$ cat config.mk
export PLATFORM = sky130hd
export DESIGN_NAME = pagerank_cu_top
export DESIGN_NICKNAME = d
export VERILOG_FILES = /design/src/source/pagerank_pkg.sv /design/src/source/read_return_if.sv /design/src/source/pagerank_cu_top.sv /design/src/source/cu_vertex_pagerank.sv /design/src/source/edge_job_control.sv /design/src/source/fifo.sv
export VERILOG_INCLUDE_DIRS = /design/src /design/src/source
export SDC_FILE = /design/constraint.sdc
export NUM_CORES = 1
export LEC_CHECK = 0
export BUFFER_PORTS_ARGS = -buffer_cell sky130_fd_sc_hd__clkbuf_2
export CORE_MARGIN = 3
export CORE_UTILIZATION = 32
export CTS_CLUSTER_SIZE = 8
export DETAILED_ROUTE_END_ITERATION = 16
export HOLD_SLACK_MARGIN = 0.02
export SLEW_MARGIN = 10
export SYNTH_ARGS = -nofsm -noshare
export SYNTH_HDL_FRONTEND = slang
export SYNTH_SLANG_ARGS = --single-unit
$ cat constraint.sdc
create_clock -name clock -period 9.9 [get_ports clock]
set_input_delay 0.99 -clock clock [delete_from_list [all_inputs] [get_ports clock]]
set_output_delay 0.99 -clock clock [all_outputs]
set_load 0.02 [all_outputs]
$ cat src/source/pagerank_macros.svh
`ifndef PAGERANK_MACROS_SVH
`define PAGERANK_MACROS_SVH

// vertex ids, also edge destinations
`define PR_VERTEX_BITS 16

// edge index and out-degree
`define PR_EDGE_BITS 16

// one read data word
`define PR_DATA_BITS 32
`define PR_WEIGHT_BITS (`PR_DATA_BITS - `PR_VERTEX_BITS)

`define PR_TAG_BITS 8

// read return buffer, also the cap on outstanding edge reads
`define PR_READ_FIFO_DEPTH 8

`endif
$ cat src/source/pagerank_pkg.sv
`default_nettype none

`include "pagerank_macros.svh"

package pagerank_pkg;

	// structure a returned word belongs to
	typedef enum logic [1:0] {
		NONE       = 2'd0,
		EDGE_ARRAY = 2'd1,
		GRAPH_DATA = 2'd2,
		RESERVED   = 2'd3
	} struct_kind_e;

	typedef struct packed {
		logic                       valid;
		logic [`PR_VERTEX_BITS-1:0] id;
		logic [`PR_EDGE_BITS-1:0]   edge_start;
		logic [`PR_EDGE_BITS-1:0]   out_degree;
	} vertex_job_t;

	// addr is an index into the edge array
	typedef struct packed {
		logic                     valid;
		struct_kind_e             kind;
		logic [`PR_EDGE_BITS-1:0] addr;
		logic [`PR_TAG_BITS-1:0]  tag;
	} read_command_t;

	typedef struct packed {
		logic [`PR_VERTEX_BITS-1:0] dest;
		logic [`PR_WEIGHT_BITS-1:0] weight;
	} edge_word_t;

	// same word, edge view or rank view depending on the kind
	typedef union packed {
		edge_word_t               edge_view;
		logic [`PR_DATA_BITS-1:0] rank;
	} read_word_u;

	typedef struct packed {
		logic                    valid;
		struct_kind_e            kind;
		logic [`PR_TAG_BITS-1:0] tag;
		read_word_u              word;
	} read_return_t;

	typedef struct packed {
		logic                       valid;
		logic [`PR_VERTEX_BITS-1:0] src;
		logic [`PR_VERTEX_BITS-1:0] dest;
		logic [`PR_WEIGHT_BITS-1:0] weight;
	} edge_job_t;

endpackage

`default_nettype wire

$ cat src/source/read_return_if.sv
`default_nettype none

`include "pagerank_macros.svh"

// edge array returns after steering
interface read_return_if;
	logic                       valid;
	pagerank_pkg::struct_kind_e kind;
	logic [`PR_TAG_BITS-1:0]    tag;
	pagerank_pkg::read_word_u   word;

	// compute unit side
	modport source (
		output valid, kind, tag, word
	);

	// edge control side
	modport sink (
		input valid, kind, tag, word
	);
endinterface

`default_nettype wire

$ cat src/source/pagerank_cu_top.sv
`default_nettype none

`include "pagerank_macros.svh"

module pagerank_cu_top (
	input  wire logic                         clock,
	input  wire logic                         rstn,
	input  wire logic                         vertex_job_valid,
	input  wire logic [`PR_VERTEX_BITS-1:0]   vertex_id,
	input  wire logic [`PR_EDGE_BITS-1:0]     vertex_edge_start,
	input  wire logic [`PR_EDGE_BITS-1:0]     vertex_out_degree,
	output logic                              vertex_job_request,
	output logic                              read_cmd_valid,
	output logic [1:0]                        read_cmd_kind,
	output logic [`PR_EDGE_BITS-1:0]          read_cmd_addr,
	output logic [`PR_TAG_BITS-1:0]           read_cmd_tag,
	input  wire logic                         read_cmd_stall,
	input  wire logic                         read_rtn_valid,
	input  wire logic [1:0]                   read_rtn_kind,
	input  wire logic [`PR_TAG_BITS-1:0]      read_rtn_tag,
	input  wire logic [`PR_DATA_BITS-1:0]     read_rtn_data,
	output logic                              edge_valid,
	output logic [`PR_VERTEX_BITS-1:0]        edge_src,
	output logic [`PR_VERTEX_BITS-1:0]        edge_dest,
	output logic [`PR_WEIGHT_BITS-1:0]        edge_weight,
	output logic                              graph_valid,
	output logic [`PR_TAG_BITS-1:0]           graph_tag,
	output logic [`PR_DATA_BITS-1:0]          graph_rank,
	output logic [`PR_VERTEX_BITS-1:0]        vertex_num_counter,
	output logic [`PR_EDGE_BITS-1:0]          edge_num_counter
);

	pagerank_pkg::vertex_job_t   vertex_job;
	pagerank_pkg::read_return_t  read_return;
	pagerank_pkg::read_command_t read_command;
	pagerank_pkg::edge_job_t     edge_job;

	// pack incoming fields
	assign vertex_job = '{
		valid:      vertex_job_valid,
		id:         vertex_id,
		edge_start: vertex_edge_start,
		out_degree: vertex_out_degree
	};

	assign read_return = '{
		valid: read_rtn_valid,
		kind:  pagerank_pkg::struct_kind_e'(read_rtn_kind),
		tag:   read_rtn_tag,
		word:  read_rtn_data
	};

	// unpack outgoing structs
	assign read_cmd_valid = read_command.valid;
	assign read_cmd_kind  = read_command.kind;
	assign read_cmd_addr  = read_command.addr;
	assign read_cmd_tag   = read_command.tag;

	assign edge_valid  = edge_job.valid;
	assign edge_src    = edge_job.src;
	assign edge_dest   = edge_job.dest;
	assign edge_weight = edge_job.weight;

	cu_vertex_pagerank i_cu_vertex_pagerank (
		.clock             (clock),
		.rstn              (rstn),
		.vertex_job        (vertex_job),
		.vertex_job_request(vertex_job_request),
		.read_command      (read_command),
		.read_cmd_stall    (read_cmd_stall),
		.read_return       (read_return),
		.edge_job          (edge_job),
		.graph_valid       (graph_valid),
		.graph_tag         (graph_tag),
		.graph_rank        (graph_rank),
		.vertex_num_counter(vertex_num_counter),
		.edge_num_counter  (edge_num_counter)
	);

endmodule

`default_nettype wire

$ cat src/source/cu_vertex_pagerank.sv
`default_nettype none

`include "pagerank_macros.svh"

module cu_vertex_pagerank (
	input  wire logic                         clock,
	input  wire logic                         rstn,
	input  wire pagerank_pkg::vertex_job_t    vertex_job,
	output logic                              vertex_job_request,
	output pagerank_pkg::read_command_t       read_command,
	input  wire logic                         read_cmd_stall,
	input  wire pagerank_pkg::read_return_t   read_return,
	output pagerank_pkg::edge_job_t           edge_job,
	output logic                              graph_valid,
	output logic [`PR_TAG_BITS-1:0]           graph_tag,
	output logic [`PR_DATA_BITS-1:0]          graph_rank,
	output logic [`PR_VERTEX_BITS-1:0]        vertex_num_counter,
	output logic [`PR_EDGE_BITS-1:0]          edge_num_counter
);

	pagerank_pkg::vertex_job_t    vertex_job_latched;
	pagerank_pkg::read_return_t   read_return_latched;
	pagerank_pkg::read_return_t   buffer_out;
	logic                         buffer_full;
	logic                         buffer_empty;
	logic                         buffer_pop;
	logic                         processing_vertex;
	logic                         vertex_accept;
	logic                         vertex_done;
	logic                         graph_steer_valid;
	logic [`PR_TAG_BITS-1:0]      graph_steer_tag;
	pagerank_pkg::read_word_u     graph_steer_word;

	read_return_if rtn_if ();

	////////////////////////////////////////
	// vertex tracking
	////////////////////////////////////////

	assign vertex_job_request = ~processing_vertex;
	assign vertex_accept      = vertex_job.valid & vertex_job_request;

	always_ff @(posedge clock or negedge rstn) begin
		if (!rstn) begin
			vertex_job_latched <= '0;
			processing_vertex  <= 1'b0;
		end else begin
			if (vertex_accept) begin
				vertex_job_latched <= vertex_job;
				processing_vertex  <= 1'b1;
			end else if (vertex_done) begin
				vertex_job_latched.valid <= 1'b0;
				processing_vertex        <= 1'b0;
			end
		end
	end

	always_ff @(posedge clock or negedge rstn) begin
		if (!rstn) begin
			vertex_num_counter <= '0;
			edge_num_counter   <= '0;
		end else begin
			if (vertex_accept) begin
				vertex_num_counter <= vertex_num_counter + 1'b1;
			end
			if (edge_job.valid) begin
				edge_num_counter <= edge_num_counter + 1'b1;
			end
		end
	end

	////////////////////////////////////////
	// read return buffering
	////////////////////////////////////////

	always_ff @(posedge clock or negedge rstn) begin
		if (!rstn) begin
			read_return_latched <= '0;
		end else begin
			read_return_latched <= read_return;
		end
	end

	// drained every cycle, never back-pressured
	assign buffer_pop = ~buffer_empty;

	fifo #(
		.DEPTH(`PR_READ_FIFO_DEPTH)
	) i_read_return_fifo (
		.clock      (clock),
		.rstn       (rstn),
		.push       (read_return_latched.valid),
		.data_in    (read_return_latched),
		.full       (buffer_full),
		.almost_full(),
		.pop        (buffer_pop),
		.data_out   (buffer_out),
		.empty      (buffer_empty)
	);

	////////////////////////////////////////
	// tag steering
	////////////////////////////////////////

	always_ff @(posedge clock or negedge rstn) begin
		if (!rstn) begin
			rtn_if.valid      <= 1'b0;
			graph_steer_valid <= 1'b0;
		end else begin
			rtn_if.valid      <= 1'b0;
			graph_steer_valid <= 1'b0;
			if (buffer_pop) begin
				case (buffer_out.kind)
					pagerank_pkg::EDGE_ARRAY: rtn_if.valid <= 1'b1;
					pagerank_pkg::GRAPH_DATA: graph_steer_valid <= 1'b1;
					// none and reserved words die here
					default: begin
					end
				endcase
			end
		end
	end

	always_ff @(posedge clock) begin
		if (buffer_pop) begin
			rtn_if.kind      <= buffer_out.kind;
			rtn_if.tag       <= buffer_out.tag;
			rtn_if.word      <= buffer_out.word;
			graph_steer_tag  <= buffer_out.tag;
			graph_steer_word <= buffer_out.word;
		end
	end

	// graph output register, rank view of the word
	always_ff @(posedge clock or negedge rstn) begin
		if (!rstn) begin
			graph_valid <= 1'b0;
		end else begin
			graph_valid <= graph_steer_valid;
		end
	end

	always_ff @(posedge clock) begin
		graph_tag  <= graph_steer_tag;
		graph_rank <= graph_steer_word.rank;
	end

	edge_job_control i_edge_job_control (
		.clock         (clock),
		.rstn          (rstn),
		.vertex_job    (vertex_job_latched),
		.returns       (rtn_if),
		.read_cmd_stall(read_cmd_stall),
		.read_command  (read_command),
		.edge_job      (edge_job),
		.vertex_done   (vertex_done)
	);

	// relies on edge control capping outstanding reads
	buffer_no_overflow: assert property (
		@(posedge clock) disable iff (!rstn)
		read_return_latched.valid |-> !buffer_full
	) else $error("read return buffer pushed while full");

endmodule

`default_nettype wire

$ cat src/source/edge_job_control.sv
`default_nettype none

`include "pagerank_macros.svh"

module edge_job_control (
	input  wire logic                         clock,
	input  wire logic                         rstn,
	input  wire pagerank_pkg::vertex_job_t    vertex_job,
	read_return_if.sink                       returns,
	input  wire logic                         read_cmd_stall,
	output pagerank_pkg::read_command_t       read_command,
	output pagerank_pkg::edge_job_t           edge_job,
	output logic                              vertex_done
);

	localparam int OUT_BITS = $clog2(`PR_READ_FIFO_DEPTH + 1);
	localparam logic [OUT_BITS-1:0] OUT_MAX = OUT_BITS'(`PR_READ_FIFO_DEPTH);

	logic [`PR_EDGE_BITS-1:0] issue_index;
	logic [`PR_EDGE_BITS-1:0] pushed_count;
	logic [OUT_BITS-1:0]      outstanding;
	logic                     cmd_issued;
	logic                     cmd_slot_free;
	logic                     cmd_load;
	logic                     edge_return;

	////////////////////////////////////////
	// read command issue
	////////////////////////////////////////

	assign cmd_issued    = read_command.valid & ~read_cmd_stall;
	assign cmd_slot_free = ~read_command.valid | cmd_issued;

	// the loaded command will itself be outstanding once it goes out
	assign cmd_load = vertex_job.valid & cmd_slot_free
		& (issue_index != vertex_job.out_degree)
		& (outstanding < OUT_MAX - OUT_BITS'(cmd_issued));

	always_ff @(posedge clock or negedge rstn) begin
		if (!rstn) begin
			read_command <= '0;
			issue_index  <= '0;
		end else begin
			if (cmd_load) begin
				read_command.valid <= 1'b1;
				read_command.kind  <= pagerank_pkg::EDGE_ARRAY;
				read_command.addr  <= vertex_job.edge_start + issue_index;
				read_command.tag   <= issue_index[`PR_TAG_BITS-1:0];
				issue_index        <= issue_index + 1'b1;
			end else if (cmd_issued) begin
				read_command.valid <= 1'b0;
			end
			if (vertex_done) begin
				issue_index <= '0;
			end
		end
	end

	assign edge_return = returns.valid & (returns.kind == pagerank_pkg::EDGE_ARRAY);

	always_ff @(posedge clock or negedge rstn) begin
		if (!rstn) begin
			outstanding <= '0;
		end else begin
			outstanding <= outstanding + OUT_BITS'(cmd_issued) - OUT_BITS'(edge_return);
		end
	end

	////////////////////////////////////////
	// edge jobs
	////////////////////////////////////////

	// returns come back in issue order
	always_ff @(posedge clock or negedge rstn) begin
		if (!rstn) begin
			edge_job     <= '0;
			pushed_count <= '0;
		end else begin
			edge_job.valid <= edge_return;
			if (edge_return) begin
				edge_job.src    <= vertex_job.id;
				edge_job.dest   <= returns.word.edge_view.dest;
				edge_job.weight <= returns.word.edge_view.weight;
				pushed_count    <= pushed_count + 1'b1;
			end
			if (vertex_done) begin
				pushed_count <= '0;
			end
		end
	end

	// lines up with the last edge job, or first latched cycle for degree zero
	assign vertex_done = vertex_job.valid & (pushed_count == vertex_job.out_degree);

	outstanding_bound: assert property (
		@(posedge clock) disable iff (!rstn)
		outstanding <= OUT_MAX
	) else $error("outstanding edge reads above bound");

	// every return must belong to a read of the current vertex
	return_expected: assert property (
		@(posedge clock) disable iff (!rstn)
		edge_return |-> (outstanding != '0) && (returns.tag < vertex_job.out_degree)
	) else $error("edge return with no matching read");

endmodule

`default_nettype wire

$ cat src/source/fifo.sv
`default_nettype none

module fifo #(
	parameter int DEPTH = 4
) (
	input  wire logic                         clock,
	input  wire logic                         rstn,
	input  wire logic                         push,
	input  wire pagerank_pkg::read_return_t   data_in,
	output logic                              full,
	output logic                              almost_full,
	input  wire logic                         pop,
	output pagerank_pkg::read_return_t        data_out,
	output logic                              empty
);

	localparam int PTR_BITS = (DEPTH > 1) ? $clog2(DEPTH) : 1;
	localparam int CNT_BITS = $clog2(DEPTH + 1);

	pagerank_pkg::read_return_t mem [DEPTH];
	pagerank_pkg::read_return_t head;
	logic                       head_valid;
	logic [PTR_BITS-1:0]        wr_ptr;
	logic [PTR_BITS-1:0]        rd_ptr;
	logic [CNT_BITS-1:0]        mem_count;
	logic [CNT_BITS-1:0]        level;
	logic                       do_push;
	logic                       refill;
	logic                       from_mem;
	logic                       bypass;
	logic                       to_mem;

	// head register counts as one entry
	assign level       = mem_count + CNT_BITS'(head_valid);
	assign full        = (level == CNT_BITS'(DEPTH));
	assign almost_full = (level >= CNT_BITS'(DEPTH - 1));
	assign empty       = ~head_valid;
	assign data_out    = head;

	assign do_push  = push & ~full;
	// head is free or leaves this cycle, pops on empty fall out here
	assign refill   = ~head_valid | (pop & head_valid);
	assign from_mem = refill & (mem_count != '0);
	// straight into the head when nothing is queued
	assign bypass   = refill & (mem_count == '0) & do_push;
	assign to_mem   = do_push & ~bypass;

	always_ff @(posedge clock or negedge rstn) begin
		if (!rstn) begin
			wr_ptr     <= '0;
			rd_ptr     <= '0;
			mem_count  <= '0;
			head_valid <= 1'b0;
		end else begin
			if (to_mem) begin
				wr_ptr <= (wr_ptr == PTR_BITS'(DEPTH - 1)) ? '0 : wr_ptr + 1'b1;
			end
			if (from_mem) begin
				rd_ptr <= (rd_ptr == PTR_BITS'(DEPTH - 1)) ? '0 : rd_ptr + 1'b1;
			end
			mem_count <= mem_count + CNT_BITS'(to_mem) - CNT_BITS'(from_mem);
			if (refill) begin
				head_valid <= from_mem | bypass;
			end
		end
	end

	always_ff @(posedge clock) begin
		if (to_mem) begin
			mem[wr_ptr] <= data_in;
		end
		if (from_mem) begin
			head <= mem[rd_ptr];
		end else if (bypass) begin
			head <= data_in;
		end
	end

endmodule

`default_nettype wire

# Word level (Yosys, flattened, before mapping)
# Memories as Yosys holds them, arrays and structs flattened.
# Index checks and enable logic that the tools add are counted.
# totals
register_bits	374
ramBits	344
input_bits	95
output_inout_bits	150
elab_cells	103
n_memories	1
# memory_table
memory	words	width	rd	rd_ports_with_merged_regs	wr	line_no	source
i_cu_vertex_pagerank.i_read_return_fifo.mem	8	43	1	0	1	fifo.sv:20	pagerank_pkg::read_return_t mem [DEPTH];
# classes
n_addsub	13
order_cmp	1
n_eq_ne	8
mux	19
bitwise	17
n_reduce_logical	7
# op_table
op	n
42-bit two-way mux	2
16-bit by 1-bit adder with 16-bit output, second input constant	4
16-bit two-way mux	4
16-bit adder	1
16-bit == test	1
16-bit inequality test	1
4-bit by 1-bit adder with 4-bit output	3
1-bit two-way mux	11
1-bit AND	10
2-bit nonzero test	5
4-bit by 1-bit subtractor with 4-bit output	2
3-bit by 1-bit adder with 3-bit output, second input constant	2
3-bit == test, second input constant	2
3-bit two-way mux	2
1-bit NOT	5
2-bit by 1-bit == test with 1-bit output, second input constant	2
4-bit == test, second input constant	1
4-bit logical NOT	1
4-bit less-than comparator	1
4-bit nonzero test	1
4-bit by 1-bit subtractor with 4-bit output, first input constant	1
2-bit == test, second input constant	1
1-bit OR	2

# Longest topological paths before layout
# logic_depth
depth_word	9
depth_mapped	10
depth_no_buf	10

# Cells and area by module
# A second synthesis with hierarchy kept.
# hier_totals
hier_cells	1891
area_unflattened_um2	27776.6
# by_module_without_submodules
module	instances	cells_per_inst	area_each_um2	seq_area_each_um2
fifo	1	905	15605.0	11896.4
cu_vertex_pagerank	1	353	6451.2	5240.0
edge_job_control	1	633	5720.5	2777.7

# Worst setup path before layout
# Ideal clock, no wire load.
# synth_path
path_kind	reg2reg
start	reg i_cu_vertex_pagerank.i_read_return_fifo.head_valid
end	mem i_cu_vertex_pagerank.i_read_return_fifo.mem[0][0] in the netlist's numbering (enable)
setup_time_ns	0.493
t_arrival_ns	5.256
t_required_ns	9.407
path_slack_ns	4.151
path_stages_with_launch	7
path_buffers	0
period_less_slack_ns	5.749
path_cell_list	dfrtp_1 -> ha_1 -> ha_1 -> xor2_1 -> o41ai_1 -> or3_1 -> nor3_1
# synth_via
elab_chain_len	9
# synth_lines
item	line_no	source
start, declared	fifo.sv:22	logic head_valid;
start signal, assigned	fifo.sv:63	head_valid <= from_mem | bypass;
4-bit by 1-bit adder with 4-bit output *	fifo.sv:34	assign level = mem_count + CNT_BITS'(head_valid);
4-bit == test *	fifo.sv:35	assign full = (level == CNT_BITS'(DEPTH));
1-bit NOT *	fifo.sv:40	assign do_push = push & ~full;
1-bit AND *	fifo.sv:40	
1-bit AND	fifo.sv:45	assign bypass = refill & (mem_count == '0) & do_push;
1-bit NOT	fifo.sv:46	assign to_mem = do_push & ~bypass;
1-bit AND *	fifo.sv:46	
1-bit two-way mux *	fifo.sv:69	if (to_mem) begin
1-bit two-way mux (not written as such) *	fifo.sv:70	mem[wr_ptr] <= data_in;
end, declared	fifo.sv:20	
# Mark *: on every way between the ends. The rest lies on a longest branch, timed or not.

# Final worst setup path
# layout_path
start	reg i_cu_vertex_pagerank.i_read_return_fifo.mem_count[0]
end	reg i_cu_vertex_pagerank.i_read_return_fifo.head, in the netlist i_cu_vertex_pagerank.i_read_return_fifo.data_out[37] (enable)
# layout_via
elab_chain_len	6
elab_cells_between_ends	8
cone_classes	add/sub: 1; eq/ne: 1; bitwise: 3; reduce/logical: 3
# layout_lines
item	line_no	source
start, declared	fifo.sv:25	logic [CNT_BITS-1:0] mem_count;
start signal, assigned	fifo.sv:61	mem_count <= mem_count + CNT_BITS'(to_mem) - CNT_BITS'(from_mem);
4-bit by 1-bit adder with 4-bit output	fifo.sv:34	
4-bit == test	fifo.sv:35	
1-bit NOT	fifo.sv:40	
1-bit AND	fifo.sv:40	
1-bit AND	fifo.sv:45	
2-bit nonzero test (no source line) *	--	
end signal, assigned	fifo.sv:73	head <= mem[rd_ptr];
end signal, assigned	fifo.sv:75	head <= data_in;
end, declared	fifo.sv:21	pagerank_pkg::read_return_t head;
# Marked as above.
# A chain may end at the register's enable or synchronous reset.

==> summary.md <==
| Metric | Value |
|---|---|
| Initial antenna violation count | `2` |
| Post-synthesis mux area share | `roughly 11%` |
| RSZ-0062 raised after global routing | `no` |
| Post-Synth Adder-Cell Area | `slightly below 2%` |
| Rows | `105` |
| Total power density per cell area | `233 nW/um^2` |
| Port buffer count | `about 240` |
| Hold Crit Class | `in -> async` |
| Placed insts | `a little under 3000` |
| Syn Inst Count | `between 1500 and 2000` |
| CTS Sinks | `just over 700` |
| Clock buffer count from CTS | `100` |
| Crit path kind | `reg -> reg` |
| Yosys reg bits | `roughly 700` |
| Core ar. | `82800 sq um` |
| Final WL | `between 60000 and 70000 microns` |
| # diodes | `0` |
| WP data arrival | `~3.5 ns` |
| Detailed-route vias per instance | `between 4 and 5` |
| Met3 WL | `between 3000 and 4000 microns` |
| Hpwl dp | `36600 microns` |
| Crit path buf inv count | `1` |
| Synth cell types | `58` |
| Syn Area/Cell | `16.3 sq um` |
| Worst Clk Skew | `0.0406 ns` |
| Layout cell share with drive strength beyond 1 | `about a quarter` |
| Main combinational cell family by area after synthesis | `multiplexers` |
| Area leader, netlist | `edfxtp_1` |
| Post-CTS setup repair buffer count | `0` |
| Total Routing Usage GR | `a little over an eighth` |
| Slowest CP cell | `o41ai_1` |
| Asr flop ratio synth | `35.1%` |
| Residual DRC count | `0` |
| Vias post-DR | `about 15000` |
| # H-tree levels | `3` |
| CTS Root Cell | `clkbuf_16` |
| Final hold slack | `~0.31 ns` |
| R2R Setup Slk | `between 6 and 7 ns` |
| CP peak stage delay | `a little over 0.8 ns` |
| Fin cells | `roughly 3100` |
| Top cell type's share of synthesized area | `around 47%` |
| Post-Syn Nets | `approximately 1800` |
| 1st-iter DRT viols | `about 1000` |
| Status | `completed` |
| M1 wire length | `around 26000 microns` |
| Worst path cell trace | `ha_1, ha_1, xor2_1, o41ai_1, nand2_2, buf_4` |
| Number of synthesized flops with an enable pin | `420` |
| Synthesized area | `27000 sq um` |
| CTS tree | `yes` |
| Clock slew at the register clock pins of the worst setup and hold paths | `roughly 0.05 ns` |
| DR WL met2 | `around 29000 microns` |
| Pin count of the biggest net entering global routing | `95` |
| DR WL/cell | `between 15 and 20 microns` |
| Final net count | `2087` |
| Most Frequent Cell on Critical Path | `ha_1` |
| Die width | `around 300 microns` |
| Max IR drop VDD | `0.156 mV` |
| Worst EP required | `about 10 ns` |
| Final number of hold-violating endpoints | `0` |
| Total grt overflow | `0` |
| Synth Warn # | `0` |
| Post-synthesis sequential area ratio | `72.8%` |
| Clk buf depth | `3` |
| Synth Area in Simple Gates | `just under 7%` |
| Area grow syn2layout | `20.6%` |
| CP Launch Type | `register` |
| First-pass GRT wire length | `a little over 90000 microns` |
| Io pins | `between 200 and 250` |
| Worst path top cell family by delay | `compound AO/OA/AOI/OAI gates` |
| Maxcap violations | `0` |
| Die area | `87900 sq um` |
| Slew @ Worst Pin | `between 1 and 1.5 ns` |
| Max-slew violation count | `0` |
| Slew HR | `a little under a third` |
| Clk_lat worst skew | `0.67 ns` |
| Post-synthesis compound-gate area fraction | `approximately 2.4%` |
| Worst-path fanout max | `26` |
| Worst Setup End Kind | `register` |
| # setup viols final | `0` |
| Drt pass-1 iters | `7` |
| Total negative setup slack | `0 ns` |
| Crit path time final | `between 3 and 4 ns` |
| Initial core utilization | `32.6%` |
| Vias in the first global route | `between 15000 and 20000` |
| Period utilization | `between 30 and 40%` |
| Top layer in use | `met4` |
| PostCTS Resize Cnt | `0` |
| Final GP Congestion | `roughly 0.79` |
| Post-Synth XOR/XNOR Area | `3.54%` |
| Synth Flop Type | `edfxtp_1` |
| Die Height | `~300 microns` |
| Static Leak | `between 10 and 15 nW` |
| Largest cells by area after synthesis | `edfxtp_1, dfrtp_1, mux4_2` |
| Hold_buf cts | `0` |
| Post-DRT Antenna Nets | `0` |
| Max frequency | `about 310 MHz` |
## logic make-up after synthesis
group	after synthesis
AND/OR/NAND/NOR	410
flip-flops	709
adder cells (fa/ha/maj)	40
multiplexers	189
XOR/XNOR	109
other	1
buffers and inverters	83
AO/OA/AOI/OAI	112
## routing by layer
metal	GRT usage, %	up-vias
li1	-	6693
met2	22.2	454
met4	4.16	0
met3	3.11	101
met5	0	-
met1	18.5	7470
## cells in the mapped netlist, types with 3 or more instances
cell type,number
a211oi_1,3
ha_1,37
nor3_1,9
and3_1,10
nand3_1,24
and4_1,3
clkbuf_1,28
a21oi_1,16
o21ai_0,64
mux4_2,84
a31oi_1,3
xnor2_1,38
nand2_1,249
buf_2,16
nor4_1,10
dfxtp_1,40
o211ai_1,3
mux2_2,53
a21o_1,8
dfrtp_1,249
buf_4,7
inv_1,17
xor2_1,71
nand4_1,18
mux2_1,8
o2111ai_1,3
nand3b_1,4
mux2i_1,44
fa_1,3
buf_1,14
o31ai_1,3
nand2b_1,6
nor2_1,57
edfxtp_1,420
## flip-flops by register name, indices dropped and copies added, names as in the netlist
name and cells:
i_cu_vertex_pagerank.rtn_if.kind 2, i_cu_vertex_pagerank.i_edge_job_control.pushed_count 16, i_cu_vertex_pagerank.edge_num_counter 16, i_cu_vertex_pagerank.read_return_latched 43, i_cu_vertex_pagerank.i_read_return_fifo.rd_ptr 3, i_cu_vertex_pagerank.graph_steer_word 32
i_cu_vertex_pagerank.vertex_num_counter 16, i_cu_vertex_pagerank.graph_steer_tag 8, i_cu_vertex_pagerank.i_edge_job_control.edge_job 49, i_cu_vertex_pagerank.i_read_return_fifo.wr_ptr 3, i_cu_vertex_pagerank.graph_steer_valid 1, i_cu_vertex_pagerank.processing_vertex 1
i_cu_vertex_pagerank.graph_valid 1, i_cu_vertex_pagerank.graph_rank 32, i_cu_vertex_pagerank.rtn_if.valid 1, i_cu_vertex_pagerank.i_edge_job_control.issue_index 16, i_cu_vertex_pagerank.vertex_job_latched 48, i_cu_vertex_pagerank.i_read_return_fifo.mem_count 4
i_cu_vertex_pagerank.graph_tag 8, i_cu_vertex_pagerank.i_read_return_fifo.data_out 42, i_cu_vertex_pagerank.i_read_return_fifo.head_valid 1, i_cu_vertex_pagerank.i_edge_job_control.outstanding 4, i_cu_vertex_pagerank.i_edge_job_control.read_command 26, i_cu_vertex_pagerank.i_read_return_fifo.mem 336
## per-stage QoR
step / util [%] / area [sq um] / power [W] / worst slack (ns)
after floorplan: - / 27000 / 0.00410 / 4.15
after global placement: 35.6 / 29500 / 0.00438 / 6.70
after detailed placement: 35.6 / 29500 / 0.00440 / 6.69
after CTS: 39.3 / 32500 / 0.00771 / 6.70
after global routing: 39.3 / 32500 / 0.00795 / 6.50
final: 39.3 / 32500 / 0.00759 / 6.72
## cell usage in the layout (no fill, tap or decap), types with 24 or more instances in the layout
master,instances
clkbuf_1,76
clkbuf_16,100
clkbuf_2,242
dfrtp_1,245
dfxtp_1,40
edfxtp_1,420
ha_1,37
mux2_2,53
mux2i_1,44
mux4_2,84
nand2_1,248
nand3_1,24
nor2_1,51
o21ai_0,64
xnor2_1,38
xor2_1,71
## path summary, 6_finish.rpt
check                                                                  startpoint                                                      end  cells after the start
worst max-delay path                                                     register                                                 register                      6
worst min-delay path                                                         rstn  i_cu_vertex_pagerank.vertex_job_latched[20]$_DFFE_PN0P_                      1
worst max register to register                                           register                                                 register                      6
worst min register to register  i_cu_vertex_pagerank.graph_steer_tag[1]$_DFFE_PP_                i_cu_vertex_pagerank.graph_tag[1]$_DFF_P_                      0
max in group asynchronous                                                    rstn  i_cu_vertex_pagerank.vertex_job_latched[33]$_DFFE_PN0P_                      3
min in group clock              i_cu_vertex_pagerank.graph_steer_tag[1]$_DFFE_PP_                i_cu_vertex_pagerank.graph_tag[1]$_DFF_P_                      0
## cell type report
type	instances	area (sq um)
Sequential cell	709	19700
Multi-Input combinational cell	861	7060
Fill cell	7639	50200
Clock buffer	180	2840
Clock inverter	10	219
Timing Repair Buffer	262	1370
Inverter	18	67.6
Tap cell	1070	1340
## power breakdown
group	switching [W]	total [W]	internal [W]	leakage, nW
Sequential	0.000187	0.00353	0.00334	7.34
Clock	0.00128	0.00325	0.00197	1.44
Combinational	0.000494	0.000809	0.000315	4.02
Note: power is estimated with default switching activity, not from simulation.
